File: config.mk
export PLATFORM = sky130hd
export DESIGN_NAME = adc_intf
export DESIGN_NICKNAME = d
export VERILOG_FILES = /design/src/common/adc_pkg.sv /design/src/hw/mem_capture.sv /design/src/hw/packet_gather.sv /design/src/hw/adc_intf.sv
export VERILOG_INCLUDE_DIRS = /design/src /design/src/common
export SDC_FILE = /design/constraint.sdc
export NUM_CORES = 1
export LEC_CHECK = 0
export BUFFER_PORTS_ARGS = -buffer_cell sky130_fd_sc_hd__buf_4
export CAP_MARGIN = 10
export CORE_MARGIN = 2
export CORE_UTILIZATION = 49
export DETAILED_ROUTE_END_ITERATION = 8
export GPL_ROUTABILITY_DRIVEN = 0
export PLACE_DENSITY = 0.72
export SETUP_SLACK_MARGIN = 0.3
export SLEW_MARGIN = 15
export SYNTH_ARGS = -nofsm -noshare
export SYNTH_HDL_FRONTEND = slang
export SYNTH_SLANG_ARGS = --single-unit
export TNS_END_PERCENT = 10
File: constraint.sdc
create_clock -name clk -period 3.93 [get_ports clk]
set_input_delay 0.5895 -clock clk [delete_from_list [all_inputs] [get_ports clk]]
set_output_delay 0.5895 -clock clk [all_outputs]
set_load 0.03 [all_outputs]
File: src/common/adc_macros.svh
`ifndef ADC_MACROS_SVH
`define ADC_MACROS_SVH

// memory map geometry.
`define MEM_SIZE 32
`define WD_DATA_WIDTH 8
`define ADDR_WIDTH 5

// packet sizes in words.
`define SDC_SAMPLES 8
`define CHAN_SAMPLES 4

// sample-data block, samples then trigger.
`define SDC_BASE_ID 0
`define SDC_VALID_ID 8

// channel-mux block.
`define CHAN_MUX_BASE_ID 9
`define CHAN_MUX_VALID_ID 13

// single word, stored and triggered by the same write.
`define BUFF_CONFIG_ID 14

// addresses 15 and up are unused.

`endif

File: src/common/adc_pkg.sv
package adc_pkg;

	// gatherer FSM.
	typedef enum logic {
		COLLECT, // filling the sample store.
		HOLD // packet presented, waiting for ready.
	} gather_state_t;

	// which store a memory-map write lands in.
	// trigger addresses fall under REGION_NONE.
	typedef enum logic [1:0] {
		REGION_SDC,
		REGION_CHAN,
		REGION_BUFF,
		REGION_NONE
	} region_t;

endpackage

File: src/hw/mem_capture.sv
`timescale 1ns/10ps
`include "adc_macros.svh"

module mem_capture (
	input logic clk,
	input logic rst,
	input logic [`MEM_SIZE-1:0] fresh_bits,
	input logic [`MEM_SIZE-1:0][`WD_DATA_WIDTH-1:0] read_resps,
	output logic state_rdy,
	output logic wr_en,
	output logic [`ADDR_WIDTH-1:0] wr_addr,
	output logic [`WD_DATA_WIDTH-1:0] wr_data,
	output adc_pkg::region_t wr_region
);
	logic [`MEM_SIZE-1:0] pending; // words captured but not yet sent.
	logic [`MEM_SIZE-1:0][`WD_DATA_WIDTH-1:0] shadow;
	logic [`ADDR_WIDTH-1:0] next_addr;
	adc_pkg::region_t next_region;

	function automatic adc_pkg::region_t classify(input logic [`ADDR_WIDTH-1:0] addr);
		adc_pkg::region_t r;
		int a;
		a = int'(addr);
		r = adc_pkg::REGION_NONE;
		if (a >= `SDC_BASE_ID && a < `SDC_BASE_ID + `SDC_SAMPLES)
			r = adc_pkg::REGION_SDC;
		else if (a >= `CHAN_MUX_BASE_ID && a < `CHAN_MUX_BASE_ID + `CHAN_SAMPLES)
			r = adc_pkg::REGION_CHAN;
		else if (a == `BUFF_CONFIG_ID)
			r = adc_pkg::REGION_BUFF;
		return r;
	endfunction

	// lowest pending address wins.
	always_comb begin
		next_addr = '0;
		for (int i = `MEM_SIZE - 1; i >= 0; i--) begin
			if (pending[i])
				next_addr = `ADDR_WIDTH'(i);
		end
	end

	assign next_region = classify(next_addr);

	// idle once the last pulse has gone out.
	assign state_rdy = ~|pending && !wr_en;

	always_ff @(posedge clk) begin
		if (rst) begin
			pending <= '0;
			wr_en <= 1'b0;
		end else if (state_rdy) begin
			pending <= fresh_bits; // snapshot.
			wr_en <= 1'b0;
		end else if (|pending) begin
			pending[next_addr] <= 1'b0;
			wr_en <= 1'b1;
		end else begin
			wr_en <= 1'b0;
		end
	end

	always_ff @(posedge clk) begin
		if (state_rdy) begin
			for (int i = 0; i < `MEM_SIZE; i++) begin
				if (fresh_bits[i])
					shadow[i] <= read_resps[i];
			end
		end
		if (|pending) begin
			wr_addr <= next_addr;
			wr_data <= shadow[next_addr];
			wr_region <= next_region;
		end
	end

	// next snapshot only after the last pulse of a burst.
	a_rdy_after_pulse: assert property (@(posedge clk) disable iff (rst)
		$rose(state_rdy) |-> $past(wr_en));

	a_drain_order: assert property (@(posedge clk) disable iff (rst)
		(wr_en && $past(wr_en)) |-> (wr_addr > $past(wr_addr)));

endmodule

File: src/hw/packet_gather.sv
`timescale 1ns/10ps
`include "adc_macros.svh"

module packet_gather #(
	parameter int SAMPLES = 1,
	parameter int BASE_ID = 0,
	parameter int VALID_ID = 0,
	parameter adc_pkg::region_t REGION = adc_pkg::REGION_NONE
) (
	input logic clk,
	input logic rst,
	input logic wr_en,
	input logic [`ADDR_WIDTH-1:0] wr_addr,
	input logic [`WD_DATA_WIDTH-1:0] wr_data,
	input adc_pkg::region_t wr_region,
	output logic valid,
	output logic [SAMPLES-1:0][`WD_DATA_WIDTH-1:0] data,
	input logic ready
);
	localparam int IDX_W = (SAMPLES > 1) ? $clog2(SAMPLES) : 1;

	adc_pkg::gather_state_t state;
	logic [SAMPLES-1:0][`WD_DATA_WIDTH-1:0] store;
	logic [SAMPLES-1:0][`WD_DATA_WIDTH-1:0] store_next;
	logic [`ADDR_WIDTH-1:0] offset;
	logic store_hit;
	logic trig_hit;
	logic trig_pend; // trigger seen during HOLD.
	logic fire;
	logic xfer;

	assign offset = wr_addr - `ADDR_WIDTH'(BASE_ID);
	assign store_hit = wr_en && (wr_region == REGION);
	assign trig_hit = wr_en && (wr_addr == `ADDR_WIDTH'(VALID_ID));
	assign xfer = valid && ready;
	assign valid = (state == adc_pkg::HOLD);

	// launch on a fresh trigger or one left over from HOLD.
	assign fire = (state == adc_pkg::COLLECT) && (trig_hit || trig_pend);

	// merge the current write so a same-cycle trigger sees it.
	always_comb begin
		store_next = store;
		if (store_hit)
			store_next[offset[IDX_W-1:0]] = wr_data;
	end

	always_ff @(posedge clk) begin
		if (rst)
			store <= '0;
		else
			store <= store_next;
	end

	always_ff @(posedge clk) begin
		if (rst) begin
			state <= adc_pkg::COLLECT;
			trig_pend <= 1'b0;
		end else begin
			case (state)
				adc_pkg::COLLECT: begin
					if (fire) begin
						state <= adc_pkg::HOLD;
						trig_pend <= 1'b0;
					end
				end
				adc_pkg::HOLD: begin
					if (trig_hit)
						trig_pend <= 1'b1;
					if (xfer)
						state <= adc_pkg::COLLECT;
				end
				default: state <= adc_pkg::COLLECT;
			endcase
		end
	end

	// output register, only loaded on launch.
	always_ff @(posedge clk) begin
		if (fire)
			data <= store_next;
	end

	a_hold_stable: assert property (@(posedge clk) disable iff (rst)
		(valid && !ready) |=> (valid && $stable(data)));

endmodule

File: src/hw/adc_intf.sv
`timescale 1ns/10ps
`include "adc_macros.svh"

module adc_intf (
	input logic clk,
	input logic rst,
	input logic [`MEM_SIZE-1:0] fresh_bits,
	input logic [`MEM_SIZE-1:0][`WD_DATA_WIDTH-1:0] read_resps,
	output logic state_rdy,
	output logic sdc_valid,
	output logic [`SDC_SAMPLES-1:0][`WD_DATA_WIDTH-1:0] sdc_data,
	input logic sdc_ready,
	output logic cmc_valid,
	output logic [`CHAN_SAMPLES-1:0][`WD_DATA_WIDTH-1:0] cmc_data,
	input logic cmc_ready,
	output logic buffc_valid,
	output logic [`WD_DATA_WIDTH-1:0] buffc_data,
	input logic buffc_ready
);
	// write bus shared by all gatherers.
	logic wr_en;
	logic [`ADDR_WIDTH-1:0] wr_addr;
	logic [`WD_DATA_WIDTH-1:0] wr_data;
	adc_pkg::region_t wr_region;

	mem_capture capture (
		.clk(clk),
		.rst(rst),
		.fresh_bits(fresh_bits),
		.read_resps(read_resps),
		.state_rdy(state_rdy),
		.wr_en(wr_en),
		.wr_addr(wr_addr),
		.wr_data(wr_data),
		.wr_region(wr_region)
	);

	packet_gather #(
		.SAMPLES(`SDC_SAMPLES),
		.BASE_ID(`SDC_BASE_ID),
		.VALID_ID(`SDC_VALID_ID),
		.REGION(adc_pkg::REGION_SDC)
	) sdc_gather (
		.clk(clk),
		.rst(rst),
		.wr_en(wr_en),
		.wr_addr(wr_addr),
		.wr_data(wr_data),
		.wr_region(wr_region),
		.valid(sdc_valid),
		.data(sdc_data),
		.ready(sdc_ready)
	);

	packet_gather #(
		.SAMPLES(`CHAN_SAMPLES),
		.BASE_ID(`CHAN_MUX_BASE_ID),
		.VALID_ID(`CHAN_MUX_VALID_ID),
		.REGION(adc_pkg::REGION_CHAN)
	) cmc_gather (
		.clk(clk),
		.rst(rst),
		.wr_en(wr_en),
		.wr_addr(wr_addr),
		.wr_data(wr_data),
		.wr_region(wr_region),
		.valid(cmc_valid),
		.data(cmc_data),
		.ready(cmc_ready)
	);

	// one word, its own address is the trigger.
	packet_gather #(
		.SAMPLES(1),
		.BASE_ID(`BUFF_CONFIG_ID),
		.VALID_ID(`BUFF_CONFIG_ID),
		.REGION(adc_pkg::REGION_BUFF)
	) buffc_gather (
		.clk(clk),
		.rst(rst),
		.wr_en(wr_en),
		.wr_addr(wr_addr),
		.wr_data(wr_data),
		.wr_region(wr_region),
		.valid(buffc_valid),
		.data(buffc_data),
		.ready(buffc_ready)
	);

endmodule

# == After elaboration in Yosys (flattened, before gate mapping) ==
# Index checks and enable logic that the tools add are counted.
# word_totals
reg_bits,518
out_inout_bits,108
# op_classes
n_reduce_logical,63
n_mux,70
n_addsub,2
eq_ne,12
magnitude_cmp,11
n_bitwise,5
# op_table
op,count
5-bit 2-to-1 mux,32
32-bit 2-to-1 mux,3
2-bit AND reduction,35
64-bit bitwise mux,1
64-bit 2-to-1 mux,1
8-bit binary-select mux with 5-bit select,1
8-bit 2-to-1 mux,5
32-bit AND,1
32-bit bitwise mux,1
32-bit inverter,1
32-bit OR reduction,1
8-bit demux with 3-bit select,1
1-bit logical AND,18
8-bit demux with 2-bit select,1
1-bit 2-to-1 mux,16
5-bit by 4-bit == test with 1-bit output (second input constant),3
1-bit case mux with 2 select lines,6
5-bit by 4-bit less-than comparator with 1-bit output (second input constant),2
8-bit bitwise mux,1
5-bit by 6-bit less-than comparator with 1-bit output (second input constant),1
2-bit by 1-bit != test with 1-bit output (second input constant),3
2-bit != test (second input constant),3
1-bit demux with 5-bit select,1
5-bit == test (second input constant),1
18 further kinds,24

# == Logic depth before layout (Yosys ltp) ==
# depth
depth_word,40
depth_mapped,13

# == Modules after synthesis ==
# A second synthesis with hierarchy kept.
# unflattened
hier_cells,1557
area_unflattened_um2,21122.8
# by_module_without_submodules
module,seq_area_each_um2,area_per_inst_um2,cells_per_inst,n_inst
mem_capture,8798.4,12310.6,941,1
packet_gather at sdc_gather,3243.1,5386.4,378,1
packet_gather at cmc_gather,1641.6,2750.1,195,1
packet_gather at buffc_gather,440.4,675.6,43,1

# == Least setup slack after synthesis ==
# Ideal clock, no wire load.
# synth_path
path_type,register to register
start,reg capture.wr_addr[0]
end,reg sdc_gather.data[0] (netlist bit) (enable)
stages_incl_launch_ff,5
arrival_time_ns,3.531
t_required_ns,3.442
n_path_buf,1
period_less_slack_ns,4.019
path_slack_ns,-0.089
cell_sequence,edfxtp_1 -> clkbuf_1 -> nor3_1 -> a21oi_1 -> nor2_1
# synth_via
elab_chain_cells,4
# synth_lines
element,line_no,rtl
"start, declared",mem_capture.sv:11,"output logic [`ADDR_WIDTH-1:0] wr_addr,"
"start signal, assigned",mem_capture.sv:71,wr_addr <= next_addr;
5-bit by 4-bit == test with 1-bit output,packet_gather.sv:34,assign trig_hit = wr_en && (wr_addr == `ADDR_WIDTH'(VALID_ID));
1-bit logical AND,packet_gather.sv:34,
1-bit logical OR,packet_gather.sv:39,assign fire = (state == adc_pkg::COLLECT) && (trig_hit || trig_pend);
1-bit logical AND,packet_gather.sv:39,
net sdc_gather.fire,packet_gather.sv:29,logic fire;
"end signal, assigned",packet_gather.sv:81,data <= store_next;
"end, declared",packet_gather.sv:17,"output logic [SAMPLES-1:0][`WD_DATA_WIDTH-1:0] data,"
# The timed path passes the listed nets, and every way through them passes these cells.
# A chain may end at the register's enable or synchronous reset.

# == Worst setup path in the final report ==
# layout_path
start,reg capture.pending[17]
end,reg capture.wr_data[5] (data pin)
# layout_via
elab_chain_cells,20
# layout_lines
element,line_no,rtl
"start, declared",mem_capture.sv:15,logic [`MEM_SIZE-1:0] pending;
"start signal, assigned",mem_capture.sv:53,pending <= fresh_bits;
5-bit 2-to-1 mux (18 in series),mem_capture.sv:38,if (pending[i])
8-bit binary-select mux with 5-bit select,mem_capture.sv:72,wr_data <= shadow[next_addr];
8-bit 2-to-1 mux (not written as such),mem_capture.sv:72,
"end signal, assigned",mem_capture.sv:72,
"end, declared",mem_capture.sv:12,"output logic [`WD_DATA_WIDTH-1:0] wr_data,"
# No other way between the ends. The select of a mux whose other input is x is not followed.

==> results_dict.tcl <==
set metrics [dict create \
    grt_util_all_layers 0.255 \
    peakVddDrop_v 0.00116 \
    crit_type "flip-flop to flip-flop" \
    postLayoutSetupSlackWorst_ns 0.422 \
    maxCapViolations 0 \
    rows 73 \
    antenna_found_initial 4 \
    tns_ns 0 \
    synthTopCellsByArea "edfxtp_1 (57%), dfxtp_1 (15%), mux2_2 (6.5%)" \
    numCtsBuffers 51 \
    seq_area_frac_synth 0.720 \
    post-cts-setup-buffers 0 \
    cts_buffer_depth 3 \
    path_cells "nor4_1 -> nand2_1 -> o21ai_1 -> nand3_1 -> inv_2 -> nand3_1 -> a211oi_2 -> buf_4 -> a22o_1 -> a211oi_1 -> buf_4 -> a22oi_1" \
    fin_total_pwr_uw 24000 \
    slew_headroom 0.411 \
    drc 0 \
    leakage_uw 0.00993 \
    vias 12900 \
    path_clk_slew_ns 0.06 \
    p_per_area_nw_per_um2 957 \
    yosysUniqueCellTypes 58 \
    synth_top_area_share 0.574 \
    status "complete, no violations" \
    drv_slew 0 \
    wl_per_cell_um 23.0 \
    fin_crit_sh 0.893 \
    vias_per_cell 5.49 \
    grt_start_max_net_pins 71 \
    synthMostInstantiatedCell "edfxtp_1" \
    die_x_um 204 \
    final_antenna_net_count 0 \
    fillers 2965 \
    wirelength_um 53900 \
    crit_arrival_ns 3.90 \
    finalSetupViolCount 0 \
    initial_core_util 0.495 \
    path_max_fanout 14 \
    critPathLaunchType "flip-flop" \
    clk_latency_ns 0.60 \
    finalHoldViolations 0 \
    syn_area_per_cell_sq_um 14.6 \
    final.min_clock_period_ns 3.51 \
    cp_slowest_stage_delay_ns 0.53 \
    crit_required_ns 4.32 \
    synthCells 1344 \
    overflow 0 \
    async_flop_share 0 \
    io_buffers 400 \
    htreeDepth 2 \
    tightest_slew_ns 0.874 \
    drive_above_1_share 0.364 \
    ys.flop_type "edfxtp_1" \
    cts_sinks 518 \
    drt_iter0_drc 1288 \
    rsz0062_at_grt "true" \
    synth_top_cell_by_area "edfxtp_1" \
    nets 2062 \
    cts_root_buffer "clkbuf_16" \
    hold-worst-slack_ns 0.162 \
    area_growth_pct 28.1 \
    synth_seq_cells 518 \
    cts_tree "yes" \
    ios 401 \
    cpMaxStageDelayCell "nor4_1" \
    synth_fp_nets 1637 \
    first_pass_iters 5 \
    synth-edff-count 375 \
    dp.cells 2240 \
    finClkSkew_ns 0.0290 \
    dp_hpwl_um 39800 \
    end_kind "flip-flop" \
    core-area_sq_um 39600 \
    dp_slack_ns 0.394 \
    syn_area_sq_um 19600 \
    die-area_sq_um 41600 \
    die_y_um 204 \
    stdcell_count 2341 \
    hold_class "input pin to flip-flop" \
    synth_commonest_cells "edfxtp_1 (375), dfxtp_1 (143), mux2_2 (113)" \
    grt_pass1_vias 12800 \
    grt_first_pass_wirelength_um 77600 \
    yosys_warnings 0 \
    max_freq_mhz 285 \
]
-- sequential cells by signal, summed over array words and instances, names as in the netlist --
signal and flops:
capture.shadow 256, sdc_gather.data 64, sdc_gather.store 64, capture.pending 32, cmc_gather.data 32, cmc_gather.store 32, buffc_gather.data 8, buffc_gather.store 8
capture.wr_data 8, capture.wr_addr 5, capture.wr_region 2, buffc_gather.trig_pend 1, buffc_gather.valid 1, capture.wr_en 1, cmc_gather.trig_pend 1, cmc_gather.valid 1
sdc_gather.trig_pend 1, sdc_gather.valid 1
-- through the flow --
step / instance area [sq um] / util
2_1_floorplan: 19600 / -
3_3_place_gp: 23300 / 0.587
3_5_place_dp: 23300 / 0.587
4_1_cts: 25100 / 0.633
5_1_grt: 25100 / 0.633
6_report: 25100 / 0.633
-- repair_timing --
| action | in CTS | in global routing |
|---|---|---|
| gates resized for setup | 5 | 3 |
| endpoints found under the setup margin | 1 | 3 |
| hold buffers | 0 | 0 |
| pin swaps | 0 | 2 |
| cloned | 0 | 1 |
-- logic make-up (layout without fill, tap and decap cells) --
logic type                after synthesis  after routing  synth area share
xor gates and xnor gates                1              1          0.000447
AOI/OAI and AO/OA                     198            198            0.0629
muxes                                 180            180             0.105
DFF                                   518            518             0.720
other                                   0              5                 0
buffers and inverters                 106            572            0.0220
and+or+nand+nor                       341            342            0.0888
-- area by class of cell --
type | count | area (sq um) | area share
antenna | 5 | 12.5 | 0.000498
clock buffer | 69 | 1480 | 0.0588
clock inverter | 26 | 290 | 0.0116
inverter | 44 | 165 | 0.00658
multi-input combinational | 721 | 5120 | 0.204
sequential | 518 | 14100 | 0.562
tap | 525 | 657 | 0.0262
timing repair buffer | 433 | 3260 | 0.130
-- layer usage --
layer	global-route usage	vias to the layer above	routed length, um
met1	0.329	6248	21200
met4	0.126	0	2490
met2	0.419	671	25800
met5	0	-	0
li1	-	5815	-
met3	0.0432	126	4460
-- power by group --
group	switching, uW	internal [uW]	total [uW]
Clock	2040	3030	5070
Sequential	592	7190	7790
Combinational	7270	3900	11200
-- worst max-delay path: cells and delay by family (launching register included) --
kind,cells,cell delay [ns]
compound gates,5,0.97
buf+inv,3,0.71
flops,1,0.36
simple gates,4,1.25
-- cells in the final DEF (no fill, tap or decap), drive strengths merged, types with 4 or more instances in the layout --
cell,n
mux2i,57
o21ai,60
nor2b,109
a32oi,6
mux4,10
buf,433
and2,4
nor2,58
nor4,11
o31ai,5
edfxtp,375
nand2,98
a22o,12
dfxtp,143
nor3,17
nor3b,5
diode,5
inv,44
a21oi,63
nand3,23
clkbuf,69
a31oi,11
mux2,113
a221oi,7
a22oi,7
a211oi,13
bufinv,6
clkinv,18
-- worst paths after layout --
| check | start | end | slack, ns | depth (start not counted) |
|---|---|---|---|---|
| hold / removal | read_resps[216] | capture.shadow[216]$_DFFE_PP_ | 0.16 | 1 |
| hold reg to reg | capture.pending[18]$_SDFFE_PP0P_ | capture.pending[18]$_SDFFE_PP0P_ | 0.54 | 2 |
| setup / recovery | capture.pending[17]$_SDFFE_PP0P_ | capture.wr_data[5]$_DFFE_PP_ | 0.42 | 12 |
| setup reg to reg | capture.pending[17]$_SDFFE_PP0P_ | capture.wr_data[5]$_DFFE_PP_ | 0.42 | 12 |
(Power assumes the default switching activity.)
